`src/verilog/proc_pkg.sv`:
```
//----------------------------------------------------------
// shared types and constants for the five-stage processor
// every module refers to these by proc_pkg:: scoped names
//----------------------------------------------------------

package proc_pkg;

  //----------------------------------------------------------
  // widths
  //----------------------------------------------------------

  // data, instruction and address word
  typedef logic [31:0] word_t;

  // register specifier
  typedef logic [4:0] reg_addr_t;

  // csr number
  typedef logic [11:0] csr_addr_t;

  //----------------------------------------------------------
  // select codes and opcodes
  //----------------------------------------------------------

  // alu function, cp1 passes operand 2 straight through
  typedef enum logic [3:0] {
    alu_add,
    alu_sub,
    alu_and,
    alu_or,
    alu_xor,
    alu_slt,
    alu_sltu,
    alu_sra,
    alu_srl,
    alu_sll,
    alu_cp1
  } alu_fn_e;

  // operand 2 source in D
  typedef enum logic [1:0] {
    op2_rf,
    op2_imm,
    op2_mngr
  } op2_sel_e;

  // next fetch address
  typedef enum logic {
    pc_plus4,
    pc_br
  } pc_sel_e;

  // only bne is kept
  typedef enum logic {
    br_none,
    br_bne
  } br_type_e;

  // manager channels seen as csrs
  localparam csr_addr_t csr_proc2mngr = 12'h7c0;
  localparam csr_addr_t csr_mngr2proc = 12'hfc0;

  //----------------------------------------------------------
  // control to datapath
  //----------------------------------------------------------

  typedef struct packed {
    logic      reg_en_f;
    logic      reg_en_d;
    logic      reg_en_x;
    logic      reg_en_m;
    logic      reg_en_w;
    pc_sel_e   pc_sel;
    op2_sel_e  op2_sel_d;
    alu_fn_e   alu_fn_x;
    logic      rf_wen_w;
    reg_addr_t rf_waddr_w;
  } ctrl_sig_t;

  // datapath back to control
  typedef struct packed {
    word_t inst_d;
    logic  br_cond_eq_x;
  } stat_sig_t;

endpackage
```
`src/verilog/proc_top.sv`:
```
//----------------------------------------------------------
// processor top: control, datapath and register file
// reset_pc sets the first fetch address
//----------------------------------------------------------

`timescale 1ns/1ps

module proc_top #(
  parameter proc_pkg::word_t reset_pc = 32'h200
) (
  input  logic            clk,
  input  logic            reset,
  output proc_pkg::word_t imem_addr,
  input  proc_pkg::word_t imem_data,
  input  logic            mngr2proc_val,
  output logic            mngr2proc_rdy,
  input  proc_pkg::word_t mngr2proc_data,
  output logic            proc2mngr_val,
  input  logic            proc2mngr_rdy,
  output proc_pkg::word_t proc2mngr_data
);

  proc_pkg::ctrl_sig_t ctrl;
  proc_pkg::stat_sig_t stat;

  // register file ports
  proc_pkg::reg_addr_t rf_raddr0, rf_raddr1;
  proc_pkg::word_t     rf_rdata0, rf_rdata1, rf_wdata;

  proc_ctrl ctrl_unit (
    .clk           (clk),
    .reset         (reset),
    .ctrl          (ctrl),
    .stat          (stat),
    .mngr2proc_val (mngr2proc_val),
    .mngr2proc_rdy (mngr2proc_rdy),
    .proc2mngr_val (proc2mngr_val),
    .proc2mngr_rdy (proc2mngr_rdy)
  );

  proc_dpath #(
    .reset_pc (reset_pc)
  ) dpath (
    .clk            (clk),
    .reset          (reset),
    .ctrl           (ctrl),
    .stat           (stat),
    .imem_addr      (imem_addr),
    .imem_data      (imem_data),
    .rf_raddr0      (rf_raddr0),
    .rf_raddr1      (rf_raddr1),
    .rf_rdata0      (rf_rdata0),
    .rf_rdata1      (rf_rdata1),
    .rf_wdata       (rf_wdata),
    .mngr2proc_data (mngr2proc_data),
    .proc2mngr_data (proc2mngr_data)
  );

  // write enable and address come from control, data from W
  proc_regfile rf (
    .clk    (clk),
    .raddr0 (rf_raddr0),
    .rdata0 (rf_rdata0),
    .raddr1 (rf_raddr1),
    .rdata1 (rf_rdata1),
    .wen    (ctrl.rf_wen_w),
    .waddr  (ctrl.rf_waddr_w),
    .wdata  (rf_wdata)
  );

endmodule

```
`src/verilog/proc_dpath.sv`:
```
//----------------------------------------------------------
// processor datapath: pc, pipeline data registers, operand
// muxes and branch target; steered by the control struct
//----------------------------------------------------------

`timescale 1ns/1ps

module proc_dpath #(
  parameter proc_pkg::word_t reset_pc = 32'h200
) (
  input  logic                clk,
  input  logic                reset,
  input  proc_pkg::ctrl_sig_t ctrl,
  output proc_pkg::stat_sig_t stat,
  output proc_pkg::word_t     imem_addr,
  input  proc_pkg::word_t     imem_data,
  output proc_pkg::reg_addr_t rf_raddr0,
  output proc_pkg::reg_addr_t rf_raddr1,
  input  proc_pkg::word_t     rf_rdata0,
  input  proc_pkg::word_t     rf_rdata1,
  output proc_pkg::word_t     rf_wdata,
  input  proc_pkg::word_t     mngr2proc_data,
  output proc_pkg::word_t     proc2mngr_data
);

  proc_pkg::word_t pc_f, pc_next, pc_d, pc_x, br_target_x;
  proc_pkg::word_t inst_d, imm_i_d, imm_b_d, op_b_d;
  proc_pkg::word_t op_a_x, op_b_x, imm_x, alu_result_x;
  proc_pkg::word_t result_m, result_w;
  logic            eq_x;

  //----------------------------------------------------------
  // F stage
  //----------------------------------------------------------

  assign br_target_x = pc_x + imm_x;
  assign pc_next     = (ctrl.pc_sel == proc_pkg::pc_br) ? br_target_x : pc_f + 32'd4;

  // imem answers a cycle later, so a stalled F re-presents its own pc
  assign imem_addr = ctrl.reg_en_f ? pc_next : pc_f;

  // one word below reset_pc so the first fetch lands on reset_pc
  always_ff @(posedge clk) begin
    if (reset) begin
      pc_f <= reset_pc - 32'd4;
    end else if (ctrl.reg_en_f) begin
      pc_f <= pc_next;
    end
  end

  //----------------------------------------------------------
  // D stage
  //----------------------------------------------------------

  always_ff @(posedge clk) begin
    if (ctrl.reg_en_d) begin
      inst_d <= imem_data;
      pc_d   <= pc_f;
    end
  end

  assign rf_raddr0 = inst_d[19:15];
  assign rf_raddr1 = inst_d[24:20];

  // i-type for addi, b-type for bne
  assign imm_i_d = {{20{inst_d[31]}}, inst_d[31:20]};
  assign imm_b_d = {{20{inst_d[31]}}, inst_d[7], inst_d[30:25], inst_d[11:8], 1'b0};

  always_comb begin
    case (ctrl.op2_sel_d)
      proc_pkg::op2_imm:  op_b_d = imm_i_d;
      proc_pkg::op2_mngr: op_b_d = mngr2proc_data;
      default:            op_b_d = rf_rdata1;
    endcase
  end

  assign stat.inst_d = inst_d;

  //----------------------------------------------------------
  // X stage
  //----------------------------------------------------------

  always_ff @(posedge clk) begin
    if (ctrl.reg_en_x) begin
      pc_x   <= pc_d;
      imm_x  <= imm_b_d;
      op_a_x <= rf_rdata0;
      op_b_x <= op_b_d;
    end
  end

  proc_alu alu (
    .op_a   (op_a_x),
    .op_b   (op_b_x),
    .fn     (ctrl.alu_fn_x),
    .result (alu_result_x),
    .eq     (eq_x)
  );

  assign stat.br_cond_eq_x = eq_x;

  //----------------------------------------------------------
  // M and W stages
  //----------------------------------------------------------

  always_ff @(posedge clk) begin
    if (ctrl.reg_en_m) begin
      result_m <= alu_result_x;
    end
  end

  always_ff @(posedge clk) begin
    if (ctrl.reg_en_w) begin
      result_w <= result_m;
    end
  end

  // same word feeds writeback and the manager output
  assign rf_wdata       = result_w;
  assign proc2mngr_data = result_w;

endmodule

```
`src/verilog/proc_ctrl.sv`:
```
//----------------------------------------------------------
// pipeline control: valid bits, decode, hazards, stall/squash
// drives the datapath selects and the manager val/rdy outputs
//----------------------------------------------------------

`timescale 1ns/1ps

module proc_ctrl (
  input  logic                clk,
  input  logic                reset,
  output proc_pkg::ctrl_sig_t ctrl,
  input  proc_pkg::stat_sig_t stat,
  input  logic                mngr2proc_val,
  output logic                mngr2proc_rdy,
  output logic                proc2mngr_val,
  input  logic                proc2mngr_rdy
);

  // stage valid bits, bubbles are val low
  logic val_f, val_d, val_x, val_m, val_w;

  // ostall is raised by a stage, stall includes stages ahead
  logic ostall_d, ostall_w;
  logic stall_f, stall_d, stall_x, stall_m, stall_w;
  logic squash_f, squash_d;
  logic osquash_x;

  // per-stage control registers
  logic                rf_wen_x, rf_wen_m, rf_wen_pend_w;
  proc_pkg::reg_addr_t rf_waddr_x, rf_waddr_m, rf_waddr_w;
  proc_pkg::alu_fn_e   alu_fn_x;
  proc_pkg::br_type_e  br_type_x;
  logic                p2m_x, p2m_m, p2m_w;

  //----------------------------------------------------------
  // F stage
  //----------------------------------------------------------

  // a squash overrides the stall so the redirect gets fetched
  assign ctrl.reg_en_f = !stall_f || squash_f;

  always_ff @(posedge clk) begin
    if (reset) begin
      val_f <= 1'b0;
    end else if (ctrl.reg_en_f) begin
      val_f <= 1'b1;
    end
  end

  // redirect only once the branch actually leaves X
  assign ctrl.pc_sel = osquash_x ? proc_pkg::pc_br : proc_pkg::pc_plus4;

  assign stall_f  = val_f && (ostall_d || ostall_w);
  assign squash_f = val_f && osquash_x;

  logic next_val_f;
  assign next_val_f = val_f && !stall_f && !squash_f;

  //----------------------------------------------------------
  // D stage
  //----------------------------------------------------------

  assign ctrl.reg_en_d = !stall_d || squash_d;

  always_ff @(posedge clk) begin
    if (reset) begin
      val_d <= 1'b0;
    end else if (ctrl.reg_en_d) begin
      val_d <= next_val_f;
    end
  end

  // instruction fields
  proc_pkg::reg_addr_t rs1_d, rs2_d, rd_d;
  proc_pkg::csr_addr_t csr_d;

  assign rs1_d = stat.inst_d[19:15];
  assign rs2_d = stat.inst_d[24:20];
  assign rd_d  = stat.inst_d[11:7];
  assign csr_d = stat.inst_d[31:20];

  // decoded control word
  typedef struct packed {
    logic               inst_val;
    proc_pkg::br_type_e br_type;
    proc_pkg::op2_sel_e op2_sel;
    logic               rs1_en;
    logic               rs2_en;
    proc_pkg::alu_fn_e  alu_fn;
    logic               rf_wen;
    logic               csrr;
    logic               csrw;
  } dec_t;

  localparam logic y = 1'b1;
  localparam logic n = 1'b0;

  // encodings, ? marks register and immediate fields
  localparam logic [31:0] inst_add  = 32'b0000000_?????_?????_000_?????_0110011;
  localparam logic [31:0] inst_sub  = 32'b0100000_?????_?????_000_?????_0110011;
  localparam logic [31:0] inst_sll  = 32'b0000000_?????_?????_001_?????_0110011;
  localparam logic [31:0] inst_slt  = 32'b0000000_?????_?????_010_?????_0110011;
  localparam logic [31:0] inst_sltu = 32'b0000000_?????_?????_011_?????_0110011;
  localparam logic [31:0] inst_xor  = 32'b0000000_?????_?????_100_?????_0110011;
  localparam logic [31:0] inst_srl  = 32'b0000000_?????_?????_101_?????_0110011;
  localparam logic [31:0] inst_sra  = 32'b0100000_?????_?????_101_?????_0110011;
  localparam logic [31:0] inst_or   = 32'b0000000_?????_?????_110_?????_0110011;
  localparam logic [31:0] inst_and  = 32'b0000000_?????_?????_111_?????_0110011;
  localparam logic [31:0] inst_addi = 32'b???????_?????_?????_000_?????_0010011;
  localparam logic [31:0] inst_bne  = 32'b???????_?????_?????_001_?????_1100011;
  // csrr is csrrs rd, csr, x0 and csrw is csrrw x0, csr, rs1
  localparam logic [31:0] inst_csrr = 32'b???????_?????_00000_010_?????_1110011;
  localparam logic [31:0] inst_csrw = 32'b???????_?????_?????_001_00000_1110011;

  dec_t cs;

  // columns: val, branch, op2, rs1 en, rs2 en, alu fn, rf wen, csrr, csrw
  always_comb begin
    casez (stat.inst_d)
      inst_add:  cs = '{y, proc_pkg::br_none, proc_pkg::op2_rf, y, y, proc_pkg::alu_add, y, n, n};
      inst_sub:  cs = '{y, proc_pkg::br_none, proc_pkg::op2_rf, y, y, proc_pkg::alu_sub, y, n, n};
      inst_and:  cs = '{y, proc_pkg::br_none, proc_pkg::op2_rf, y, y, proc_pkg::alu_and, y, n, n};
      inst_or:   cs = '{y, proc_pkg::br_none, proc_pkg::op2_rf, y, y, proc_pkg::alu_or, y, n, n};
      inst_xor:  cs = '{y, proc_pkg::br_none, proc_pkg::op2_rf, y, y, proc_pkg::alu_xor, y, n, n};
      inst_slt:  cs = '{y, proc_pkg::br_none, proc_pkg::op2_rf, y, y, proc_pkg::alu_slt, y, n, n};
      inst_sltu: cs = '{y, proc_pkg::br_none, proc_pkg::op2_rf, y, y, proc_pkg::alu_sltu, y, n, n};
      inst_sra:  cs = '{y, proc_pkg::br_none, proc_pkg::op2_rf, y, y, proc_pkg::alu_sra, y, n, n};
      inst_srl:  cs = '{y, proc_pkg::br_none, proc_pkg::op2_rf, y, y, proc_pkg::alu_srl, y, n, n};
      inst_sll:  cs = '{y, proc_pkg::br_none, proc_pkg::op2_rf, y, y, proc_pkg::alu_sll, y, n, n};
      inst_addi: cs = '{y, proc_pkg::br_none, proc_pkg::op2_imm, y, n, proc_pkg::alu_add, y, n, n};
      // equality comes from the alu compare, the alu result is unused
      inst_bne:  cs = '{y, proc_pkg::br_bne, proc_pkg::op2_rf, y, y, proc_pkg::alu_sub, n, n, n};
      inst_csrr: cs = '{y, proc_pkg::br_none, proc_pkg::op2_mngr, n, n, proc_pkg::alu_cp1, y, y, n};
      // csr 0x7c0 leaves x0 in the rs2 field, so rs1 + x0 carries rs1 through
      inst_csrw: cs = '{y, proc_pkg::br_none, proc_pkg::op2_rf, y, n, proc_pkg::alu_add, n, n, y};
      default:   cs = '{n, proc_pkg::br_none, proc_pkg::op2_rf, n, n, proc_pkg::alu_add, n, n, n};
    endcase
  end

  assign ctrl.op2_sel_d = cs.op2_sel;

  // manager channel matching on the csr number
  logic mngr2proc_d, proc2mngr_d;
  assign mngr2proc_d = cs.csrr && (csr_d == proc_pkg::csr_mngr2proc);
  assign proc2mngr_d = cs.csrw && (csr_d == proc_pkg::csr_proc2mngr);

  // raw hazard against one pending write, x0 never conflicts
  function automatic logic raw_hit(input proc_pkg::reg_addr_t src, input logic v,
                                   input logic wen, input proc_pkg::reg_addr_t waddr);
    return v && wen && (waddr != 5'd0) && (src == waddr);
  endfunction

  // no bypassing, so wait until the writer has left W
  logic raw_rs1_d, raw_rs2_d, ostall_mngr_d;

  assign raw_rs1_d = cs.rs1_en && (raw_hit(rs1_d, val_x, rf_wen_x, rf_waddr_x)
                                || raw_hit(rs1_d, val_m, rf_wen_m, rf_waddr_m)
                                || raw_hit(rs1_d, val_w, rf_wen_pend_w, rf_waddr_w));
  assign raw_rs2_d = cs.rs2_en && (raw_hit(rs2_d, val_x, rf_wen_x, rf_waddr_x)
                                || raw_hit(rs2_d, val_m, rf_wen_m, rf_waddr_m)
                                || raw_hit(rs2_d, val_w, rf_wen_pend_w, rf_waddr_w));

  assign ostall_mngr_d = mngr2proc_d && !mngr2proc_val;
  assign ostall_d      = val_d && (ostall_mngr_d || raw_rs1_d || raw_rs2_d);

  assign stall_d  = val_d && (ostall_d || ostall_w);
  assign squash_d = val_d && osquash_x;

  // ready does not look at mngr2proc_val, only at the other stall causes
  assign mngr2proc_rdy = val_d && mngr2proc_d && !raw_rs1_d && !raw_rs2_d
                      && !ostall_w && !squash_d;

  // an illegal encoding leaves D as a bubble
  logic next_val_d;
  assign next_val_d = val_d && !stall_d && !squash_d && cs.inst_val;

  //----------------------------------------------------------
  // X stage
  //----------------------------------------------------------

  assign ctrl.reg_en_x = !stall_x;

  always_ff @(posedge clk) begin
    if (reset) begin
      val_x <= 1'b0;
    end else if (ctrl.reg_en_x) begin
      val_x      <= next_val_d;
      rf_wen_x   <= cs.rf_wen;
      rf_waddr_x <= rd_d;
      alu_fn_x   <= cs.alu_fn;
      br_type_x  <= cs.br_type;
      p2m_x      <= proc2mngr_d;
    end
  end

  assign ctrl.alu_fn_x = alu_fn_x;

  assign stall_x = val_x && ostall_w;

  // taken bne squashes F and D, held back while X itself stalls
  assign osquash_x = val_x && !stall_x && (br_type_x == proc_pkg::br_bne)
                  && !stat.br_cond_eq_x;

  logic next_val_x;
  assign next_val_x = val_x && !stall_x;

  //----------------------------------------------------------
  // M stage, a plain register stage
  //----------------------------------------------------------

  assign ctrl.reg_en_m = !stall_m;

  always_ff @(posedge clk) begin
    if (reset) begin
      val_m <= 1'b0;
    end else if (ctrl.reg_en_m) begin
      val_m      <= next_val_x;
      rf_wen_m   <= rf_wen_x;
      rf_waddr_m <= rf_waddr_x;
      p2m_m      <= p2m_x;
    end
  end

  assign stall_m = val_m && ostall_w;

  logic next_val_m;
  assign next_val_m = val_m && !stall_m;

  //----------------------------------------------------------
  // W stage
  //----------------------------------------------------------

  assign ctrl.reg_en_w = !stall_w;

  always_ff @(posedge clk) begin
    if (reset) begin
      val_w <= 1'b0;
    end else if (ctrl.reg_en_w) begin
      val_w         <= next_val_m;
      rf_wen_pend_w <= rf_wen_m;
      rf_waddr_w    <= rf_waddr_m;
      p2m_w         <= p2m_m;
    end
  end

  // csrw waits here for the manager to take the word
  assign ostall_w = val_w && p2m_w && !proc2mngr_rdy;

  // nothing sits ahead of W
  assign stall_w = ostall_w;

  assign ctrl.rf_wen_w   = val_w && rf_wen_pend_w;
  assign ctrl.rf_waddr_w = rf_waddr_w;

  // val is raised without waiting for rdy
  assign proc2mngr_val = val_w && p2m_w;

endmodule

```
`src/verilog/proc_regfile.sv`:
```
//----------------------------------------------------------
// 32 x 32 register file, two async reads, one sync write
//----------------------------------------------------------

`timescale 1ns/1ps

module proc_regfile (
  input  logic                clk,
  input  proc_pkg::reg_addr_t raddr0,
  output proc_pkg::word_t     rdata0,
  input  proc_pkg::reg_addr_t raddr1,
  output proc_pkg::word_t     rdata1,
  input  logic                wen,
  input  proc_pkg::reg_addr_t waddr,
  input  proc_pkg::word_t     wdata
);

  proc_pkg::word_t regs [32];

  always_ff @(posedge clk) begin
    if (wen) begin
      regs[waddr] <= wdata;
    end
  end

  // x0 is hardwired on the read side
  assign rdata0 = (raddr0 == 5'd0) ? 32'd0 : regs[raddr0];
  assign rdata1 = (raddr1 == 5'd0) ? 32'd0 : regs[raddr1];

endmodule

```
`src/verilog/proc_alu.sv`:
```
//----------------------------------------------------------
// execute-stage alu with the equality compare used by bne
//----------------------------------------------------------

`timescale 1ns/1ps

module proc_alu (
  input  proc_pkg::word_t   op_a,
  input  proc_pkg::word_t   op_b,
  input  proc_pkg::alu_fn_e fn,
  output proc_pkg::word_t   result,
  output logic              eq
);

  // shift amount is the low five bits of operand 2
  logic [4:0] shamt;
  assign shamt = op_b[4:0];

  always_comb begin
    case (fn)
      proc_pkg::alu_add:  result = op_a + op_b;
      proc_pkg::alu_sub:  result = op_a - op_b;
      proc_pkg::alu_and:  result = op_a & op_b;
      proc_pkg::alu_or:   result = op_a | op_b;
      proc_pkg::alu_xor:  result = op_a ^ op_b;
      proc_pkg::alu_slt:  result = {31'd0, $signed(op_a) < $signed(op_b)};
      proc_pkg::alu_sltu: result = {31'd0, op_a < op_b};
      proc_pkg::alu_sra:  result = $signed(op_a) >>> shamt;
      proc_pkg::alu_srl:  result = op_a >> shamt;
      proc_pkg::alu_sll:  result = op_a << shamt;
      // csrr passes the manager word on operand 2
      default:            result = op_b;
    endcase
  end

  assign eq = (op_a == op_b);

endmodule

```
`config.mk`:
```
export PLATFORM = sky130hd
export DESIGN_NAME = proc_top
export DESIGN_NICKNAME = d
export VERILOG_FILES = /design/src/verilog/proc_pkg.sv /design/src/verilog/proc_top.sv /design/src/verilog/proc_dpath.sv /design/src/verilog/proc_ctrl.sv /design/src/verilog/proc_regfile.sv /design/src/verilog/proc_alu.sv
export SDC_FILE = /design/constraint.sdc
export NUM_CORES = 2
export LEC_CHECK = 0
export BUFFER_PORTS_ARGS = -buffer_cell sky130_fd_sc_hd__buf_2
export CORE_UTILIZATION = 40
export DETAILED_ROUTE_END_ITERATION = 7
export PLACE_DENSITY = 0.61
export SETUP_SLACK_MARGIN = 0.2
export SLEW_MARGIN = 20
export SYNTH_ARGS = -nofsm -noshare
export SYNTH_HDL_FRONTEND = slang
export SYNTH_SLANG_ARGS = --single-unit
```
`constraint.sdc`:
```
create_clock -name clk -period 4.5 [get_ports clk]
set_clock_uncertainty 0.1 [all_clocks]
set_input_delay 0.9 -clock clk [delete_from_list [all_inputs] [get_ports clk]]
set_output_delay 0.9 -clock clk [all_outputs]
set_load 0.01 [all_outputs]
```
==> results.sh <==
export IMPL_status="finished, violations left"
export IMPL_violations="setup timing"
export IMPL_wl_met2_mm=111.8
export IMPL_drtPass1Iterations=6
export IMPL_synth_nets=4734
export IMPL_gp_congestion=0.9920
export IMPL_highest_layer="met5"
export IMPL_power_uw=32520
export IMPL_fin_cells=7180
export IMPL_placed_cell_area_sq_um=73920
export IMPL_report_final_slew_viol_count=0
export IMPL_final_nets=5055
export IMPL_crit_arrival_ns=3.89
export IMPL_crit_path_start_kind="flop"
export IMPL_setup_slack_ns=-0.3861
export IMPL_cts_tree="done"
export IMPL_max_freq_ghz=0.2047
export IMPL_numClockSinks=1328
export IMPL_antenna_found_initial=12
export IMPL_synth_edf_count=1286
export IMPL_finalSetupViolations=33
export IMPL_hold_path_class="primary input to flop"
export IMPL_min_period_ns=4.886
export IMPL_cp_end_kind="output pin"
export IMPL_final_area_sq_um=79860
export IMPL_maxCapViolations=0
export IMPL_wirelength_mm=232.3
export IMPL_vias=45750
export IMPL_die_h_um=416.5
export IMPL_core_sq_um=170000
export IMPL_portBuffers=133
export IMPL_clkTransAtPathRegs_ns=0.06
export IMPL_clockBufferDepth=3
export IMPL_cts_hold_buffers=0
export IMPL_clk_latency_ns=0.82
export IMPL_layout_drive_gt1_share=0.3044
export IMPL_crit_fanout=8
export IMPL_gr_total_overflow=0
export IMPL_nFillCells=14630
export IMPL_initialDrtViolationCount=5650
export IMPL_grt_first_pass_wirelength_mm=331.3
export IMPL_worstPathRequired_ns=3.50
export IMPL_die_x_um=416.5
export IMPL_wl_per_cell_um=32.35
export IMPL_initial_core_util=0.4041
export IMPL_dpl_hpwl_mm=150.7
export IMPL_worst_pin_slew_ns=1.018
export IMPL_syn_avg_cell_area_sq_um=15.16
export IMPL_slew_limit_headroom=0.3190
export IMPL_drt_met1_wl_mm=91.85
export IMPL_placed_cells=6852
export IMPL_seqCellArea_sq_um=39470
export IMPL_ant_nets=0
export IMPL_rows=151
export IMPL_htree_levels=4
export IMPL_synthDistinctLibCells=91
export IMPL_p_leak_uw=0.02748
export IMPL_worstSetupPathType="flop to output pin"
export IMPL_drc=0
export IMPL_grt_max_degree=95
export IMPL_synthCells=4533
export IMPL_ys_seq_area_frac=0.5743
export IMPL_hold_viol=0
export IMPL_ys_warnings_count=0
export IMPL_final_cell_mix="1286 x edfxtp_1, 583 x mux4_2, 315 x buf_4"
export IMPL_cts_buffers=143
export IMPL_synth_area_sq_um=68710
export IMPL_final_common_cell="edfxtp_1"
export IMPL_tns_ns=-6.948
export IMPL_synthArstFlopShare=0
export IMPL_grt_usage=0.2656
export IMPL_area_delta_synth_final_pct=16.23
export IMPL_synth_main_ff_cell="edfxtp_1"
export IMPL_die_area_sq_um=173400
export IMPL_viasPerCell=6.372
export IMPL_rsz0062_at_grt="yes"
export IMPL_wl_met3_mm=19.16
export IMPL_root_buffer="clkbuf_16"
export IMPL_power_density_nw_per_um2=407.2
export IMPL_io_pins=134
export IMPL_grt_pass1_vias=44830
export IMPL_finalCritPeriodShare=1.086
export IMPL_peakVddDrop_uv=361.0
export IMPL_multi_input_area_sq_um=28480
export IMPL_synth_seq_cells=1328
export IMPL_hold_ws_ns=0.1670
where the power goes:
group / internal, uW / leakage [uW] / total, uW / switching [uW]
clock network: 6410 / 0.00220 / 11500 / 5130
logic: 2200 / 0.0128 / 5950 / 3750
registers: 14600 / 0.0124 / 15000 / 430
total: 23200 / 0.0275 / 32500 / 9310
cells by family after synthesis:
group	synth area share
adders and majority gates	0.02455
xor gates and xnor gates	0.01313
buffers and inverters	0.02498
AOI/OAI and AO/OA	0.08011
and+or+nand+nor	0.05776
DFF	0.5743
muxes	0.2252
critical path: stages (launching register included):
cell and delay [ns]:
edfxtp_1 0.50, inv_1 0.16, ha_4 0.24, nor4_4 0.23
nand4_1 0.39, nor4_4 0.50, buf_4 0.19, or3b_4 0.14
buf_12 0.13, or3_1 0.10, a21oi_1 0.03, and4b_1 0.31
buf_2 0.15
timing repair:
action                     4_1_cts  5_1_grt
resized for setup              103       67
cloned                           0        1
setup endpoints to repair       33       34
pin swaps                       16       29
buffers inserted                34       35
per-stage QoR:
step,util,worst slack (ns)
2_1_floorplan,-,0.2042
3_3_place_gp,0.4347,-0.07528
5_1_grt,0.4696,-0.4255
6_report,0.4697,-0.3861
4_1_cts,0.4658,-0.3948
3_5_place_dp,0.4347,-0.09098
synth_stat cells (21+ instances only):
cell type	count	area share
edfxtp_1	1286	0.56
mux4_2	583	0.19
nor2_1	338	0.018
a21oi_1	283	0.021
clkbuf_1	228	0.012
mux2i_1	208	0.030
nand2_1	179	0.0098
o21ai_0	167	0.012
ha_1	130	0.024
inv_1	109	0.0060
nor3_1	84	0.0061
o22ai_1	74	0.0067
buf_1	71	0.0039
xnor2_1	52	0.0066
xor2_1	51	0.0065
a211oi_1	42	0.0046
dfxtp_1	42	0.012
a21o_1	41	0.0045
nand3_1	38	0.0028
buf_2	30	0.0022
o221ai_1	30	0.0038
and2_1	28	0.0025
nand2b_1	25	0.0023
and3_1	23	0.0021
mux2_2	23	0.0038
o211ai_1	22	0.0024
a221oi_1	21	0.0027
a22oi_1	21	0.0023
nand4_1	21	0.0019
nor2b_1	21	0.0019
path summary, 6_finish.rpt:
kind | startpoint | end | slack [ns] | cells past startpoint
setup reg to reg | dpath.op_b_x[1]$_DFFE_PN_ | dpath.result_m[24]$_DFFE_PN_ | 0.40 | 13
hold / removal | imem_data[26] | dpath.inst_d[26]$_DFFE_PP_ | 0.17 | 1
setup / recovery | dpath.op_a_x[3]$_SDFFCE_PN0N_ | imem_addr[21] | -0.39 | 12
hold reg to reg | dpath.pc_d[6]$_DFFE_PP_ | dpath.pc_x[6]$_DFFE_PN_ | 0.31 | 0
metal layers:
layer | vias to the layer above | GRT usage
li1 | 19020 | -
met1 | 23920 | 0.3605
met2 | 2399 | 0.4303
met3 | 414 | 0.04232
met4 | 6 | 0.1003
met5 | - | 0
sequential cells by signal (all words and copies together), names as in the netlist, 4 cells and up, named ones only:
name / count
dpath.pc_f: 32
ctrl_unit.rf_waddr_m: 5
dpath.inst_d: 32
dpath.imm_x: 12
dpath.proc2mngr_data: 32
ctrl_unit.rf_waddr_w: 5
dpath.result_m: 32
dpath.op_a_x: 32
rf.regs: 1024
ctrl_unit.alu_fn_x: 4
ctrl_unit.rf_waddr_x: 5
dpath.pc_d: 32
dpath.pc_x: 32
dpath.op_b_x: 32
final cells by class:
type | count | share of cell area
Multi-Input combinational cell | 2760 | 0.3566
Clock buffer | 175 | 0.04696
Timing Repair Buffer | 508 | 0.05234
Inverter | 113 | 0.005484
Antenna cell | 1 | 0.00003133
Sequential cell | 1328 | 0.4943
Clock inverter | 77 | 0.009526
Tap cell | 2218 | 0.03475
Power figures use the tool's default switching activity.
